File: src/source/frame_loop_cfg.svh
// sizes and byte offsets for untagged Ethernet II frames carrying IPv4; no VLAN or IPv6.
`ifndef FRAME_LOOP_CFG_SVH
`define FRAME_LOOP_CFG_SVH

// buffer sizes.
`define FRAME_FIFO_DEPTH 256
`define RESULT_FIFO_DEPTH 16

// ethernet header.
`define ETH_HDR_LEN 14
`define ETH_TYPE_OFS 12
`define ETH_TYPE_IPV4 16'h0800

// offsets inside the IPv4 header.
`define IP_TLEN_OFS 2
`define IP_PROTO_OFS 9
`define IP_SRC_OFS 12
`define IP_HDR_MIN 20

// checksum field inside the L4 header.
`define UDP_CSUM_OFS 6
`define TCP_CSUM_OFS 16

`endif

File: src/source/frame_loop_pkg.sv
// user bit 0 marks an error and bit 1 requests the checksum fix; field order sets the layout.
package frame_loop_pkg;

	// input byte with its two-bit user field.
	typedef struct packed {
		logic [7:0] data;
		logic [1:0] user;
		logic last;
	} in_beat_t;

	// output byte, user carries the error mark only.
	typedef struct packed {
		logic [7:0] data;
		logic user;
		logic last;
	} out_beat_t;

	// per-frame entry held until the frame leaves.
	typedef struct packed {
		logic [15:0] csum;
		logic [15:0] pos;
		logic fix;
	} csum_result_t;

	// checksum unit report at frame end.
	typedef struct packed {
		logic [15:0] csum;
		logic [15:0] pos;
		logic found;
	} csum_calc_t;

endpackage

File: src/source/transport_checksum.sv
// IPv4 TCP/UDP only; options covered by header length; found needs the whole L4 segment present.
`timescale 1ns/10ps
`include "frame_loop_cfg.svh"

module transport_checksum (
	input logic m_axis_clk,
	input logic rst_n_m,

	input logic [7:0] data,
	input logic valid,
	input logic last,

	output logic done,
	output frame_loop_pkg::csum_calc_t calc
);
	localparam logic [15:0] ofs_ip = 16'(`ETH_HDR_LEN);
	localparam logic [15:0] ofs_type = 16'(`ETH_TYPE_OFS);
	localparam logic [15:0] ofs_tlen = 16'(`ETH_HDR_LEN + `IP_TLEN_OFS);
	localparam logic [15:0] ofs_proto = 16'(`ETH_HDR_LEN + `IP_PROTO_OFS);
	localparam logic [15:0] ofs_addr = 16'(`ETH_HDR_LEN + `IP_SRC_OFS);
	localparam logic [15:0] ofs_l4_min = 16'(`ETH_HDR_LEN + `IP_HDR_MIN);
	localparam logic [7:0] proto_tcp = 8'd6;
	localparam logic [7:0] proto_udp = 8'd17;

	logic [15:0] cnt;
	logic [15:0] eth_type;
	logic [3:0] ip_ver;
	logic [3:0] ihl;
	logic [15:0] total_len;
	logic [7:0] proto;
	logic [15:0] acc;

	logic [15:0] l4_start;
	logic [15:0] l4_end;
	logic [15:0] l4_len;
	logic [15:0] field_pos;
	logic in_addr;
	logic in_l4;
	logic in_field;
	logic hdr_ok;
	logic [15:0] term;
	logic [15:0] acc_next;
	logic [15:0] sum_final;

	// 16-bit add with end-around carry.
	function automatic logic [15:0] ones_add(input logic [15:0] a, input logic [15:0] b);
		logic [16:0] s;
		s = {1'b0, a} + {1'b0, b};
		return s[15:0] + {15'd0, s[16]};
	endfunction

	// ~~~~~~~~~~~~~~~~~~~~~~~~~~~~~~~~~~~~~~~~~~~~~~~~~~~~~~~~~~~~~~~~~~~~~~~~~
	// ranges and running sum
	// ~~~~~~~~~~~~~~~~~~~~~~~~~~~~~~~~~~~~~~~~~~~~~~~~~~~~~~~~~~~~~~~~~~~~~~~~~

	always_comb begin
		l4_start = ofs_ip + {10'd0, ihl, 2'b00};
		l4_end = ofs_ip + total_len;
		l4_len = total_len - {10'd0, ihl, 2'b00};
		field_pos = l4_start + ((proto == proto_tcp) ? 16'(`TCP_CSUM_OFS) : 16'(`UDP_CSUM_OFS));

		in_addr = (cnt >= ofs_addr) && (cnt < ofs_l4_min);
		// stale header fields from the last frame are harmless below the minimum.
		in_l4 = (cnt >= ofs_l4_min) && (cnt >= l4_start) && (cnt < l4_end);
		in_field = (cnt == field_pos) || (cnt == field_pos + 16'd1);

		// each byte lands in its big-endian lane.
		if(in_addr || (in_l4 && ~in_field)) begin
			term = cnt[0] ? {8'h00, data} : {data, 8'h00};
		end else begin
			term = 16'h0000;
		end

		acc_next = ones_add((cnt == 16'd0) ? 16'h0000 : acc, term);
		sum_final = ones_add(ones_add(acc_next, {8'h00, proto}), l4_len);

		hdr_ok = (eth_type == `ETH_TYPE_IPV4) && (ip_ver == 4'd4) && (ihl >= 4'd5) &&
			((proto == proto_tcp) || (proto == proto_udp));
	end

	always_ff @(posedge m_axis_clk) begin
		if(~rst_n_m) begin
			cnt <= 16'd0;
			done <= 1'b0;
		end else begin
			done <= valid & last;
			if(valid) begin
				cnt <= last ? 16'd0 : cnt + 16'd1;
			end
		end
	end

	// ~~~~~~~~~~~~~~~~~~~~~~~~~~~~~~~~~~~~~~~~~~~~~~~~~~~~~~~~~~~~~~~~~~~~~~~~~
	// header capture
	// ~~~~~~~~~~~~~~~~~~~~~~~~~~~~~~~~~~~~~~~~~~~~~~~~~~~~~~~~~~~~~~~~~~~~~~~~~

	always_ff @(posedge m_axis_clk) begin
		if(valid) begin
			acc <= acc_next;

			case(cnt)
				ofs_type: eth_type[15:8] <= data;
				ofs_type + 16'd1: eth_type[7:0] <= data;
				ofs_ip: {ip_ver, ihl} <= data;
				ofs_tlen: total_len[15:8] <= data;
				ofs_tlen + 16'd1: total_len[7:0] <= data;
				ofs_proto: proto <= data;
				default: ;
			endcase

			if(last) begin
				calc.csum <= ~sum_final;
				calc.pos <= field_pos;
				// field inside the segment and the segment fully received.
				calc.found <= hdr_ok && (cnt + 16'd1 >= l4_end) &&
					(field_pos + 16'd2 <= l4_end);
			end
		end
	end
endmodule

File: src/source/frame_fifo.sv
// depth need not be a power of two; a write is refused while full even if a read frees a slot.
`timescale 1ns/10ps

module frame_fifo #(
	parameter type payload_t = logic [7:0],
	parameter int depth = 16
)
(
	input logic m_axis_clk,
	input logic rst_n_m,

	input logic wr,
	input payload_t wr_data,

	input logic rd,
	output payload_t rd_data,

	output logic full,
	output logic empty
);
	localparam int addr_w = (depth > 1) ? $clog2(depth) : 1;
	localparam int last_i = depth - 1;
	localparam logic [addr_w-1:0] last_addr = last_i[addr_w-1:0];
	localparam logic [addr_w:0] full_cnt = depth[addr_w:0];

	payload_t mem [depth];

	logic [addr_w-1:0] wr_ptr;
	logic [addr_w-1:0] rd_ptr;
	logic [addr_w:0] count;
	logic do_wr;
	logic do_rd;

	function automatic logic [addr_w-1:0] next_ptr(input logic [addr_w-1:0] p);
		return (p == last_addr) ? '0 : p + 1'b1;
	endfunction

	always_comb begin
		full = (count == full_cnt);
		empty = (count == '0);
		do_wr = wr & ~full;
		do_rd = rd & ~empty;
	end

	// show-ahead, head entry visible without a read.
	assign rd_data = mem[rd_ptr];

	always_ff @(posedge m_axis_clk) begin
		if(do_wr) begin
			mem[wr_ptr] <= wr_data;
		end
	end

	always_ff @(posedge m_axis_clk) begin
		if(~rst_n_m) begin
			wr_ptr <= '0;
			rd_ptr <= '0;
			count <= '0;
		end else begin
			if(do_wr) begin
				wr_ptr <= next_ptr(wr_ptr);
			end

			if(do_rd) begin
				rd_ptr <= next_ptr(rd_ptr);
			end

			case({do_wr, do_rd})
				2'b10: count <= count + 1'b1;
				2'b01: count <= count - 1'b1;
				default: ;
			endcase
		end
	end
endmodule

File: src/source/ingress_guard.sv
// input has no ready; a result FIFO that fills in the very cycle a frame starts goes unnoticed.
`timescale 1ns/10ps

module ingress_guard (
	input logic m_axis_clk,
	input logic rst_n_m,

	input logic mode,
	input frame_loop_pkg::in_beat_t s_axis,
	input logic s_axis_tvalid,

	input logic buf_full,
	input logic res_full,

	output logic buf_wr,
	output frame_loop_pkg::out_beat_t buf_beat,

	output logic csum_valid,
	output logic csum_last,
	input logic csum_done,
	input frame_loop_pkg::csum_calc_t csum_calc,

	output logic res_wr,
	output frame_loop_pkg::csum_result_t res_entry
);
	typedef enum logic [1:0] {st_pass, st_wait, st_drop} state_t;

	state_t state;
	logic sof;
	logic mode_q;
	logic in_open;
	logic pend_fix;

	logic start;
	logic mode_now;
	logic overflow;
	logic open_next;
	logic term_wr;

	always_comb begin
		start = s_axis_tvalid & sof;
		mode_now = start ? mode : mode_q;
		overflow = buf_full | (start & res_full);
		open_next = s_axis_tvalid ? ~s_axis.last : in_open;

		// terminating beat once both buffers have room.
		term_wr = (state == st_wait) & ~buf_full & ~res_full;
		buf_wr = term_wr | ((state == st_pass) & s_axis_tvalid & ~overflow);

		buf_beat.data = s_axis.data;
		buf_beat.user = term_wr | (s_axis.last & s_axis.user[0]);
		buf_beat.last = term_wr | s_axis.last;

		// checksum unit sees exactly what the buffer stores.
		csum_valid = buf_wr;
		csum_last = buf_wr & buf_beat.last;

		res_wr = csum_done;
		res_entry.csum = csum_calc.csum;
		res_entry.pos = csum_calc.pos;
		res_entry.fix = pend_fix & csum_calc.found;
	end

	always_ff @(posedge m_axis_clk) begin
		if(~rst_n_m) begin
			state <= st_pass;
			sof <= 1'b1;
			mode_q <= 1'b0;
			in_open <= 1'b0;
			pend_fix <= 1'b0;
		end else begin
			if(s_axis_tvalid) begin
				sof <= s_axis.last;
			end

			if(start) begin
				mode_q <= mode;
			end

			case(state)
				st_pass: begin
					if(s_axis_tvalid & overflow) begin
						state <= st_wait;
						in_open <= ~s_axis.last;
					end else if(s_axis_tvalid & s_axis.last) begin
						pend_fix <= mode_now & s_axis.user[1];
					end
				end
				st_wait: begin
					in_open <= open_next;
					if(term_wr) begin
						pend_fix <= 1'b0;
						state <= open_next ? st_drop : st_pass;
					end
				end
				st_drop: begin
					if(s_axis_tvalid & s_axis.last) begin
						state <= st_pass;
					end
				end
				default: state <= st_pass;
			endcase
		end
	end
endmodule

File: src/source/egress_patcher.sv
// one idle cycle between frames; the result head always belongs to the frame being sent.
`timescale 1ns/10ps

module egress_patcher (
	input logic m_axis_clk,
	input logic rst_n_m,

	input frame_loop_pkg::out_beat_t buf_beat,
	input logic buf_empty,
	output logic buf_rd,

	input frame_loop_pkg::csum_result_t res_entry,
	input logic res_empty,
	output logic res_rd,

	output frame_loop_pkg::out_beat_t m_axis,
	output logic m_axis_tvalid,
	input logic m_axis_tready
);
	logic active;
	logic [15:0] count;

	logic xfer;
	logic patch_on;
	logic hit_hi;
	logic hit_lo;

	// ~~~~~~~~~~~~~~~~~~~~~~~~~~~~~~~~~~~~~~~~~~~~~~~~~~~~~~~~~~~~~~~~~~~~~~~~~
	// output and substitution
	// ~~~~~~~~~~~~~~~~~~~~~~~~~~~~~~~~~~~~~~~~~~~~~~~~~~~~~~~~~~~~~~~~~~~~~~~~~

	always_comb begin
		m_axis_tvalid = active & ~buf_empty;
		xfer = m_axis_tvalid & m_axis_tready;
		buf_rd = xfer;
		res_rd = xfer & buf_beat.last;

		// zero result leaves the field as received.
		patch_on = res_entry.fix & (res_entry.csum != 16'h0000);
		hit_hi = patch_on & (count == res_entry.pos);
		hit_lo = patch_on & (count == res_entry.pos + 16'd1);

		m_axis = buf_beat;
		if(hit_hi) begin
			m_axis.data = res_entry.csum[15:8];
		end else if(hit_lo) begin
			m_axis.data = res_entry.csum[7:0];
		end
	end

	// ~~~~~~~~~~~~~~~~~~~~~~~~~~~~~~~~~~~~~~~~~~~~~~~~~~~~~~~~~~~~~~~~~~~~~~~~~
	// frame enable and byte count
	// ~~~~~~~~~~~~~~~~~~~~~~~~~~~~~~~~~~~~~~~~~~~~~~~~~~~~~~~~~~~~~~~~~~~~~~~~~

	always_ff @(posedge m_axis_clk) begin
		if(~rst_n_m) begin
			active <= 1'b0;
			count <= 16'd0;
		end else begin
			if(~active & ~res_empty) begin
				active <= 1'b1;
			end

			// count moves on transfers only.
			if(xfer) begin
				if(buf_beat.last) begin
					active <= 1'b0;
					count <= 16'd0;
				end else begin
					count <= count + 16'd1;
				end
			end
		end
	end
endmodule

File: src/source/frame_loop.sv
// single clock domain, store-and-forward; a frame leaves only after its checksum result is queued.
`timescale 1ns/10ps
`include "frame_loop_cfg.svh"

module frame_loop (
	input logic m_axis_clk,
	input logic rst_n_m,

	input logic mode,

	input frame_loop_pkg::in_beat_t s_axis,
	input logic s_axis_tvalid,

	output frame_loop_pkg::out_beat_t m_axis,
	output logic m_axis_tvalid,
	input logic m_axis_tready
);
	import frame_loop_pkg::*;

	out_beat_t buf_in;
	out_beat_t buf_out;
	logic buf_wr;
	logic buf_rd;
	logic buf_full;
	logic buf_empty;

	csum_calc_t csum_calc;
	logic csum_valid;
	logic csum_last;
	logic csum_done;

	csum_result_t res_in;
	csum_result_t res_out;
	logic res_wr;
	logic res_rd;
	logic res_full;
	logic res_empty;

	ingress_guard u_guard (
		.m_axis_clk(m_axis_clk),
		.rst_n_m(rst_n_m),
		.mode(mode),
		.s_axis(s_axis),
		.s_axis_tvalid(s_axis_tvalid),
		.buf_full(buf_full),
		.res_full(res_full),
		.buf_wr(buf_wr),
		.buf_beat(buf_in),
		.csum_valid(csum_valid),
		.csum_last(csum_last),
		.csum_done(csum_done),
		.csum_calc(csum_calc),
		.res_wr(res_wr),
		.res_entry(res_in)
	);

	transport_checksum u_csum (
		.m_axis_clk(m_axis_clk),
		.rst_n_m(rst_n_m),
		.data(s_axis.data),
		.valid(csum_valid),
		.last(csum_last),
		.done(csum_done),
		.calc(csum_calc)
	);

	// frame bytes.
	frame_fifo #(.payload_t(out_beat_t), .depth(`FRAME_FIFO_DEPTH)) u_frame_buf (
		.m_axis_clk(m_axis_clk),
		.rst_n_m(rst_n_m),
		.wr(buf_wr),
		.wr_data(buf_in),
		.rd(buf_rd),
		.rd_data(buf_out),
		.full(buf_full),
		.empty(buf_empty)
	);

	// one entry per stored frame.
	frame_fifo #(.payload_t(csum_result_t), .depth(`RESULT_FIFO_DEPTH)) u_result_buf (
		.m_axis_clk(m_axis_clk),
		.rst_n_m(rst_n_m),
		.wr(res_wr),
		.wr_data(res_in),
		.rd(res_rd),
		.rd_data(res_out),
		.full(res_full),
		.empty(res_empty)
	);

	egress_patcher u_patcher (
		.m_axis_clk(m_axis_clk),
		.rst_n_m(rst_n_m),
		.buf_beat(buf_out),
		.buf_empty(buf_empty),
		.buf_rd(buf_rd),
		.res_entry(res_out),
		.res_empty(res_empty),
		.res_rd(res_rd),
		.m_axis(m_axis),
		.m_axis_tvalid(m_axis_tvalid),
		.m_axis_tready(m_axis_tready)
	);
endmodule

File: config.mk
export PLATFORM = sky130hd
export DESIGN_NAME = frame_loop
export DESIGN_NICKNAME = d
export VERILOG_FILES = /design/src/source/frame_loop_pkg.sv /design/src/source/transport_checksum.sv /design/src/source/frame_fifo.sv /design/src/source/ingress_guard.sv /design/src/source/egress_patcher.sv /design/src/source/frame_loop.sv
export VERILOG_INCLUDE_DIRS = /design/src /design/src/source
export SDC_FILE = /design/constraint.sdc
export NUM_CORES = 2
export LEC_CHECK = 0
export BUFFER_PORTS_ARGS = -buffer_cell sky130_fd_sc_hd__buf_2
export CELL_PAD_IN_SITES_DETAIL_PLACEMENT = 0
export CELL_PAD_IN_SITES_GLOBAL_PLACEMENT = 1
export CORE_ASPECT_RATIO = 1.75
export CORE_MARGIN = 2
export CORE_UTILIZATION = 40
export CTS_CLUSTER_SIZE = 30
export DETAILED_ROUTE_END_ITERATION = 7
export PLACE_DENSITY = 0.59
export SYNTH_ARGS = -nofsm -noshare
export SYNTH_HDL_FRONTEND = slang
export SYNTH_SLANG_ARGS = --single-unit
File: constraint.sdc
create_clock -name m_axis_clk -period 32.2 [get_ports m_axis_clk]
set_input_delay 3.22 -clock m_axis_clk [delete_from_list [all_inputs] [get_ports m_axis_clk]]
set_output_delay 3.22 -clock m_axis_clk [all_outputs]
set_load 0.005 [all_outputs]
Word-level counts from Yosys, hierarchy flattened

Memories as Yosys holds them, arrays and structs flattened. A register that Yosys moved wholly into a read port is not among the register bits.
Cells that the tools add are included.

Add/subtract/negate cells: 23
Order comparisons: 8
Eq/ne operators: 31
Multiplexer cells: 38
Bitwise logic cells: 37
Reductions and logical operators: 30

Operator list:

| cell                    | number |
|---|---|
| $mux W16                | 5 |
| $add A16 B1 Y16 const B | 4 |
| $eq A16 B16 Y1          | 4 |
| $add A16 B1 Y16         | 3 |
| $eq A16 B4 Y1 const B   | 3 |
| $eq A16 B5 Y1 const B   | 3 |
| $mux W8                 | 6 |
| $add A16 B16 Y17        | 2 |
| $ge A16 B16 Y1          | 2 |
| $and A1 B1 Y1           | 24 |
| $pmux W9 S2             | 1 |
| $add A16 B8 Y17         | 1 |
| $add A16 B16 Y16        | 1 |
| $add A16 B2 Y16 const B | 1 |
| $add A4 B16 Y16 const A | 1 |
| $add A8 B1 Y8 const B   | 2 |
| $eq A16 B12 Y1 const B  | 1 |
| $eq A8 B8 Y1 const B    | 2 |
| $ge A16 B5 Y1 const B   | 1 |
| $ge A16 B6 Y1 const B   | 1 |
| $le A16 B16 Y1          | 1 |
| $logic_not A16 Y1       | 1 |
| $lt A16 B16 Y1          | 1 |
| $lt A16 B6 Y1 const B   | 1 |
| 38 further kinds        | 95 |

Bits in registers: 175
RAM bits: 3088
Bits of input ports: 16
Output and inout port bits: 11
Logic and storage cells: 195
Memories: 2

Memory list:

| name             | words | width | rd ports | clocked after memory_dff | write ports | RTL line         | source |
|---|---|---|---|---|---|---|---|
| u_frame_buf.mem  | 256   | 10    | 1        | 1                        | 1           | frame_fifo.sv:26 | `payload_t mem [depth];` |
| u_result_buf.mem | 16    | 33    | 1        | 1                        | 1           | frame_fifo.sv:26 |  |

Longest topological paths before layout

Word-level depth: 17
Gate-level depth with buffers: 63
Mapped depth without buffers: 60

Cells and area by module

Synthesis repeated with hierarchy kept, for this count alone.

Cells, all modules: 6815
Area, all modules: 132259.3 um2

By module, submodules not included:

| module                    | times used | cells an instance | area an instance (um2) | seq. area each (um2) |
|---|---|---|---|---|
| frame_fifo (u_frame_buf)  | 1          | 4717              | 100020.9               | 77534.4 |
| frame_fifo (u_result_buf) | 1          | 848               | 20820.0                | 16195.5 |
| transport_checksum        | 1          | 945               | 9063.7                 | 2982.9 |
| egress_patcher            | 1          | 224               | 1686.6                 | 340.3 |
| ingress_guard             | 1          | 81                | 668.1                  | 120.1 |

Worst setup path after synthesis

No wires, ideal clock.

Path type: input to register
Start point: input port s_axis[3] (netlist bit)
End point: register u_csum.calc[32] (netlist bit), data pin
Data arrival time: 11.640 ns
Data required time: 31.941 ns
Path slack: 20.301 ns
Cell stages on the path: 47
Buffers on the path: 1
Path through: nand2_1 nor2_1 ha_1 fa_1 a21oi_2 o21a_1 o21ai_0 a211o_1 a2111oi_0 nor3_1 a21o_1 a21o_1 ha_1 and3_1 and3_1 clkbuf_1 xnor2_1 ha_1 [... 11 more ...] nor2b_1 nand2_1 xor2_1 ha_1 a21boi_0 o21a_1 o21ai_0 nand2b_1 a21o_1 ha_1 nand2b_1 nor2_1 nand3_1 or2_2 nor4_1 and3_1 o21ai_0 xnor2_1

Longest elaborated chain between the ends: 9

RTL lines:

| what                         | RTL line                  | source |
|---|---|---|
| start: declaration           | frame_loop.sv:11          | `input frame_loop_pkg::in_beat_t s_axis,` |
| $mux W16                     | transport_checksum.sv:69  | `term = cnt[0] ? {8'h00, data} : {data, 8'h00};` |
| $mux W16                     | transport_checksum.sv:68  | `if(in_addr \|\| (in_l4 && ~in_field)) begin` |
| $add A16 B16 Y17             | transport_checksum.sv:48  | `s = {1'b0, a} + {1'b0, b};` |
| $add A16 B1 Y16              | transport_checksum.sv:49  | `return s[15:0] + {15'd0, s[16]};` |
| named net u_csum.acc_next[5] | transport_checksum.sv:42  | `logic [15:0] acc_next;` |
| $add A16 B8 Y17              | transport_checksum.sv:48  |  |
| $add A16 B1 Y16              | transport_checksum.sv:49  |  |
| $add A16 B16 Y17             | transport_checksum.sv:48  |  |
| $add A16 B1 Y16              | transport_checksum.sv:49  |  |
| $not A16 Y16                 | transport_checksum.sv:112 | `calc.csum <= ~sum_final;` |
| end: declaration             | transport_checksum.sv:14  | `output frame_loop_pkg::csum_calc_t calc` |

The timed path passes the listed nets, and every way through them passes these cells.
A chain may end at the register's enable or synchronous reset.

Final worst setup path

Start point: register u_csum.proto[3]
End point: register u_csum.calc[32] (netlist bit), data pin

Longest elaborated chain between the ends: 17

RTL lines:

| what                          | RTL line                  | source |
|---|---|---|
| start: declaration            | transport_checksum.sv:30  | `logic [7:0] proto;` |
| start signal: assignment      | transport_checksum.sv:107 | `ofs_proto: proto <= data;` |
| $eq A8 B3 Y1 (*)              | transport_checksum.sv:60  | `` field_pos = l4_start + ((proto == proto_tcp) ? 16'(`TCP_CSUM_OFS) : 16'(`UDP_CSUM_OFS)); `` |
| $mux W5 (*)                   | transport_checksum.sv:60  |  |
| $add A16 B16 Y16 (*)          | transport_checksum.sv:60  |  |
| named net u_csum.field_pos[6] | transport_checksum.sv:36  | `logic [15:0] field_pos;` |
| $add A16 B1 Y16               | transport_checksum.sv:65  | `in_field = (cnt == field_pos) \|\| (cnt == field_pos + 16'd1);` |
| $eq A16 B16 Y1                | transport_checksum.sv:65  |  |
| $logic_or A1 B1 Y1 (*)        | transport_checksum.sv:65  |  |
| $not A1 Y1 (*)                | transport_checksum.sv:68  |  |
| [... 3 more ...]              | -                         |  |
| $add A16 B16 Y17 (*)          | transport_checksum.sv:48  |  |
| $add A16 B1 Y16 (*)           | transport_checksum.sv:49  |  |
| named net u_csum.acc_next[5]  | transport_checksum.sv:42  |  |
| $add A16 B8 Y17 (*)           | transport_checksum.sv:48  |  |
| $add A16 B1 Y16 (*)           | transport_checksum.sv:49  |  |
| $add A16 B16 Y17 (*)          | transport_checksum.sv:48  |  |
| $add A16 B1 Y16 (*)           | transport_checksum.sv:49  |  |
| $not A16 Y16 (*)              | transport_checksum.sv:112 |  |

Mark *: on every way through the listed nets, which the timed path passes. The rest lies on a longest branch.

==> summary.txt <==
STA
  • FMAX: between 0.07 and 0.08 GHz
  • Slew headroom: roughly 15%
  • Final hold violation count: 0
  • Fin crit period: between 10 and 15 ns
  • Endpoints failing setup: 0
  • Max Slew Vio Count: 0
  • Setup ws final: roughly 18 ns
  • Post-Route Skew: 0.0633 ns
  • Final setup TNS: 0 ns
  • Tcrit/Tclk final: between 40% and 50%
  • Unrepaired setup endpoints after global routing: false
  • Least-Margin Pin Slew: 1.27 ns

Clocking
  • Clock buffer depth: 4
  • # clock sinks: around 3.1k
  • Hold_buf cts: 0
  • Post-CTS Setup Inserts: 0
  • Root Driver: clkbuf_16
  • Clock Pin Slew Worst Setup and Hold Paths: around 0.07 ns
  • CTS tree: done
  • Clock buffer count from CTS: between 200 and 300
  • Skew-Pair Late Insertion Delay: between 0.8 and 0.9 ns
  • Post-cts sizing count: 0
  • CTS H-Tree Depth: 5

Synth
  • Post-synth cell types: 83
  • Synth top area share: ~73%
  • Post-Syn Nets: about 6.0k
  • EDFF count, synth: between 3k and 4k
  • Async set-reset flop share out of synthesis: 0%
  • Seq/Total Area, Yosys: 74.3%
  • Seq cells post-synth: around 3.1k
  • Post-Syn Instances: 5830
  • Area contributors post-synth: edfxtp_1 (73%), mux4_2 (17%), dfxtp_1 (1.4%), ha_1 (1.3%), nor2_1 (1.1%)
  • Post-synth top flop: edfxtp_1
  • Syn Area/Cell: between 20 and 25 um2
  • Largest area contributor in the netlist: edfxtp_1
  • Synth Warn #: 0
  • Mapped cell area: approximately 120000 um2

Floorplan
  • Die height: about 740 um
  • Die footprint: approximately 320000 um2
  • Die Wd: approximately 430 um
  • Core Region: between 300000 and 400000 um2
  • Initial core utilization: approximately two fifths
  • Num ports: 27
  • # rows: approximately 270

Finish
  • Fillers: 25.9k
  • Area Growth Syn to Fin: 12.0%
  • Final non-filler cell area: about 140000 um2
  • Nets@finish: a little over 6k
  • Fraction of layout cells with a size suffix above 1: between 20% and 30%
  • Post-Layout Cell Count: about 10k
  • Layout Utilization: 45.0%
  • Multi-input gate area: roughly 31000 um2
  • Sequential Area: a little over 90000 um2

Place
  • Port bufs: 26
  • GP Congestion: slightly above 0.8
  • DP HPWL: 205000 um
  • Placed Instances: around 9.8k
  • Setup Slack @ Placement: about 18 ns
  • Placed Area: 131000 um2

Routing
  • DRT Wirelength: 326000 um
  • Drt first pass iters: 6
  • Drt wl/cell: around 31 um
  • Vias per std cell: ~5.6
  • Vias: slightly below 60k
  • DRC marker count from the first detailed-route iteration: between 4k and 5k
  • Detailed-route DRC error count: 0
  • Post-route ant nets: 0

Global route
  • Initial antenna violation count: 8
  • Total track usage: 20.5%
  • Remaining Overflow, GRT: 0
  • Vias in the first global route: ~62k
  • Largest net degree at the start of global routing: 160
  • First-pass GRT wire length: about 460000 um

Setup path
  • Delay of the slowest critical-path stage: 0.64 ns
  • Most used cell, CP: ha_1
  • Crit start category: flop
  • Element type at the critical path end: flop
  • Delay-heaviest family, CP: compound AO/OA/AOI/OAI gates
  • Crit Path Max Fanout: 16
  • CP max-delay cell: nor4_1
  • Critical path arrival: about 15 ns
  • Worst setup path class: flop to flop
  • WP buf/inv: 1
  • Worst Path Required: 32.80 ns

Pwr
  • P_leak: around 42 nW
  • Power per cell area: approximately 58 nW/um2
  • IR Drop Worst-Case VDD: 0.0391 mV

Job
  • Number of max-cap violations: 0

Outcome
  • Outcome: complete, no violations

Worst hold path
  • Class of the worst hold path: flop to flop
[worst min-delay path, stage by stage, from the launching register on]
cell	delay, ns
dfxtp_1	0.34
nor2_1	0.06
nor2_1	0.07
[layer usage]
metal	up-vias	part of all wire [%]	routed length [um]	GRT usage (%)
met5	-	0.0040	13	0
met4	2	3.2	10300	6.33
met3	453	3.1	10100	2.33
met2	1187	57	187000	39.9
met1	32000	36	119000	23.1
li1	24600	-	-	-
[synth_stat cells, types with 25 or more instances]
| library cell | number |
|---|---|
| nor4_1 | 25 |
| buf_2 | 28 |
| xnor2_1 | 81 |
| nor2b_1 | 30 |
| nand2_1 | 141 |
| mux4_2 | 968 |
| and2_1 | 53 |
| nand3_1 | 48 |
| o21ai_0 | 64 |
| buf_1 | 70 |
| inv_1 | 55 |
| dfxtp_1 | 90 |
| edfxtp_1 | 3032 |
| clkbuf_1 | 195 |
| a21oi_1 | 52 |
| nor2_1 | 365 |
| ha_1 | 126 |
| xor2_1 | 93 |
| a21o_1 | 27 |
| nor3_1 | 29 |
[placed cells by master, fill, tap and decap left out, types with 12 or more instances in the layout]
cell / Yosys / final
nand2_1: 141 / 132
buf_4: 1 / 175
nand2b_1: 19 / 19
inv_1: 55 / 54
nor2_1: 365 / 352
nand4_1: 22 / 22
xnor2_1: 81 / 81
mux4_2: 968 / 968
clkbuf_1: 195 / 57
and2_1: 53 / 53
nor4_1: 25 / 25
nor2b_1: 30 / 30
and3_1: 22 / 22
clkinv_2: 0 / 48
o21a_1: 23 / 23
clkbuf_16: 0 / 302
nor3b_1: 15 / 14
edfxtp_1: 3032 / 3032
buf_2: 28 / 18
nor3_1: 29 / 25
nor2_4: 0 / 12
o21ai_0: 64 / 64
a21oi_1: 52 / 52
nand3_1: 48 / 48
a21o_1: 27 / 26
dfxtp_1: 90 / 81
mux2_2: 16 / 16
bufinv_16: 0 / 20
ha_1: 126 / 126
xor2_1: 93 / 93
clkinv_1: 0 / 50
clkinvlp_4: 0 / 17
[kinds of logic (layout without fill, tap and decap cells)]
| logic type | after synthesis | in the layout | share of synthesized area (%) |
|---|---|---|---|
| AO/OA/AOI/OAI | 245 | 245 | 1.29 |
| XOR/XNOR | 175 | 175 | 1.24 |
| adder cells (fa/ha/maj) | 134 | 134 | 1.37 |
| buffers and inverters | 350 | 777 | 1.09 |
| flip-flops | 3122 | 3122 | 74.3 |
| multiplexers | 989 | 989 | 17.6 |
| other | 1 | 8 | 0.00300 |
| AND/OR/NAND/NOR | 814 | 814 | 3.08 |
[layout make-up]
class                           instances  area share [%]
Clock buffer                          364            5.60
Sequential cell                      3122            66.4
Multi-Input combinational cell       2358            22.1
Inverter                               55           0.153
Tap cell                             4095            3.66
Antenna cell                            7          0.0125
Clock inverter                        149           0.926
Timing Repair Buffer                  209            1.20
[worst paths after layout]
check	start	endpoint	slack, ns	cells after the start
worst max-delay path	u_csum.proto[3]$_DFFE_PP_	u_csum.calc[32]$_DFFE_PP_	18.05	59
worst min-delay path	u_patcher.active$_SDFF_PN0_	u_patcher.active$_SDFF_PN0_	0.50	2
worst max register to register	u_csum.proto[3]$_DFFE_PP_	u_csum.calc[32]$_DFFE_PP_	18.05	59
worst min register to register	u_patcher.active$_SDFF_PN0_	u_patcher.active$_SDFF_PN0_	0.50	2
[sequential cells by signal, summed over array words and instances (netlist names), 5 cells and up, named ones only]
| signal | cells |
|---|---|
| u_csum.cnt | 16 |
| u_patcher.count | 16 |
| u_frame_buf.wr_ptr | 8 |
| u_csum.eth_type | 16 |
| u_result_buf.count | 5 |
| u_frame_buf.rd_ptr | 8 |
| u_frame_buf.mem | 2560 |
| u_csum.proto | 8 |
| u_result_buf.mem | 384 |
| u_csum.acc | 16 |
| u_csum.total_len | 16 |
| u_frame_buf.count | 9 |
| u_csum.calc | 24 |
[stage by stage]
step                hold WS (ns)  power [mW]
detailed placement         0.487        4.78
global placement           0.464        4.78
floorplan                  0.440        4.66
CTS                        0.503        8.18
finish                     0.498        8.09
global route               0.532        8.32
[where the power goes]
group | switching [mW] | total (mW) | internal, mW
Combinational | 0.147 | 0.216 | 0.0691
Clock | 1.51 | 3.40 | 1.89
Sequential | 0.0121 | 4.47 | 4.46
Power figures use the tool's default switching activity.
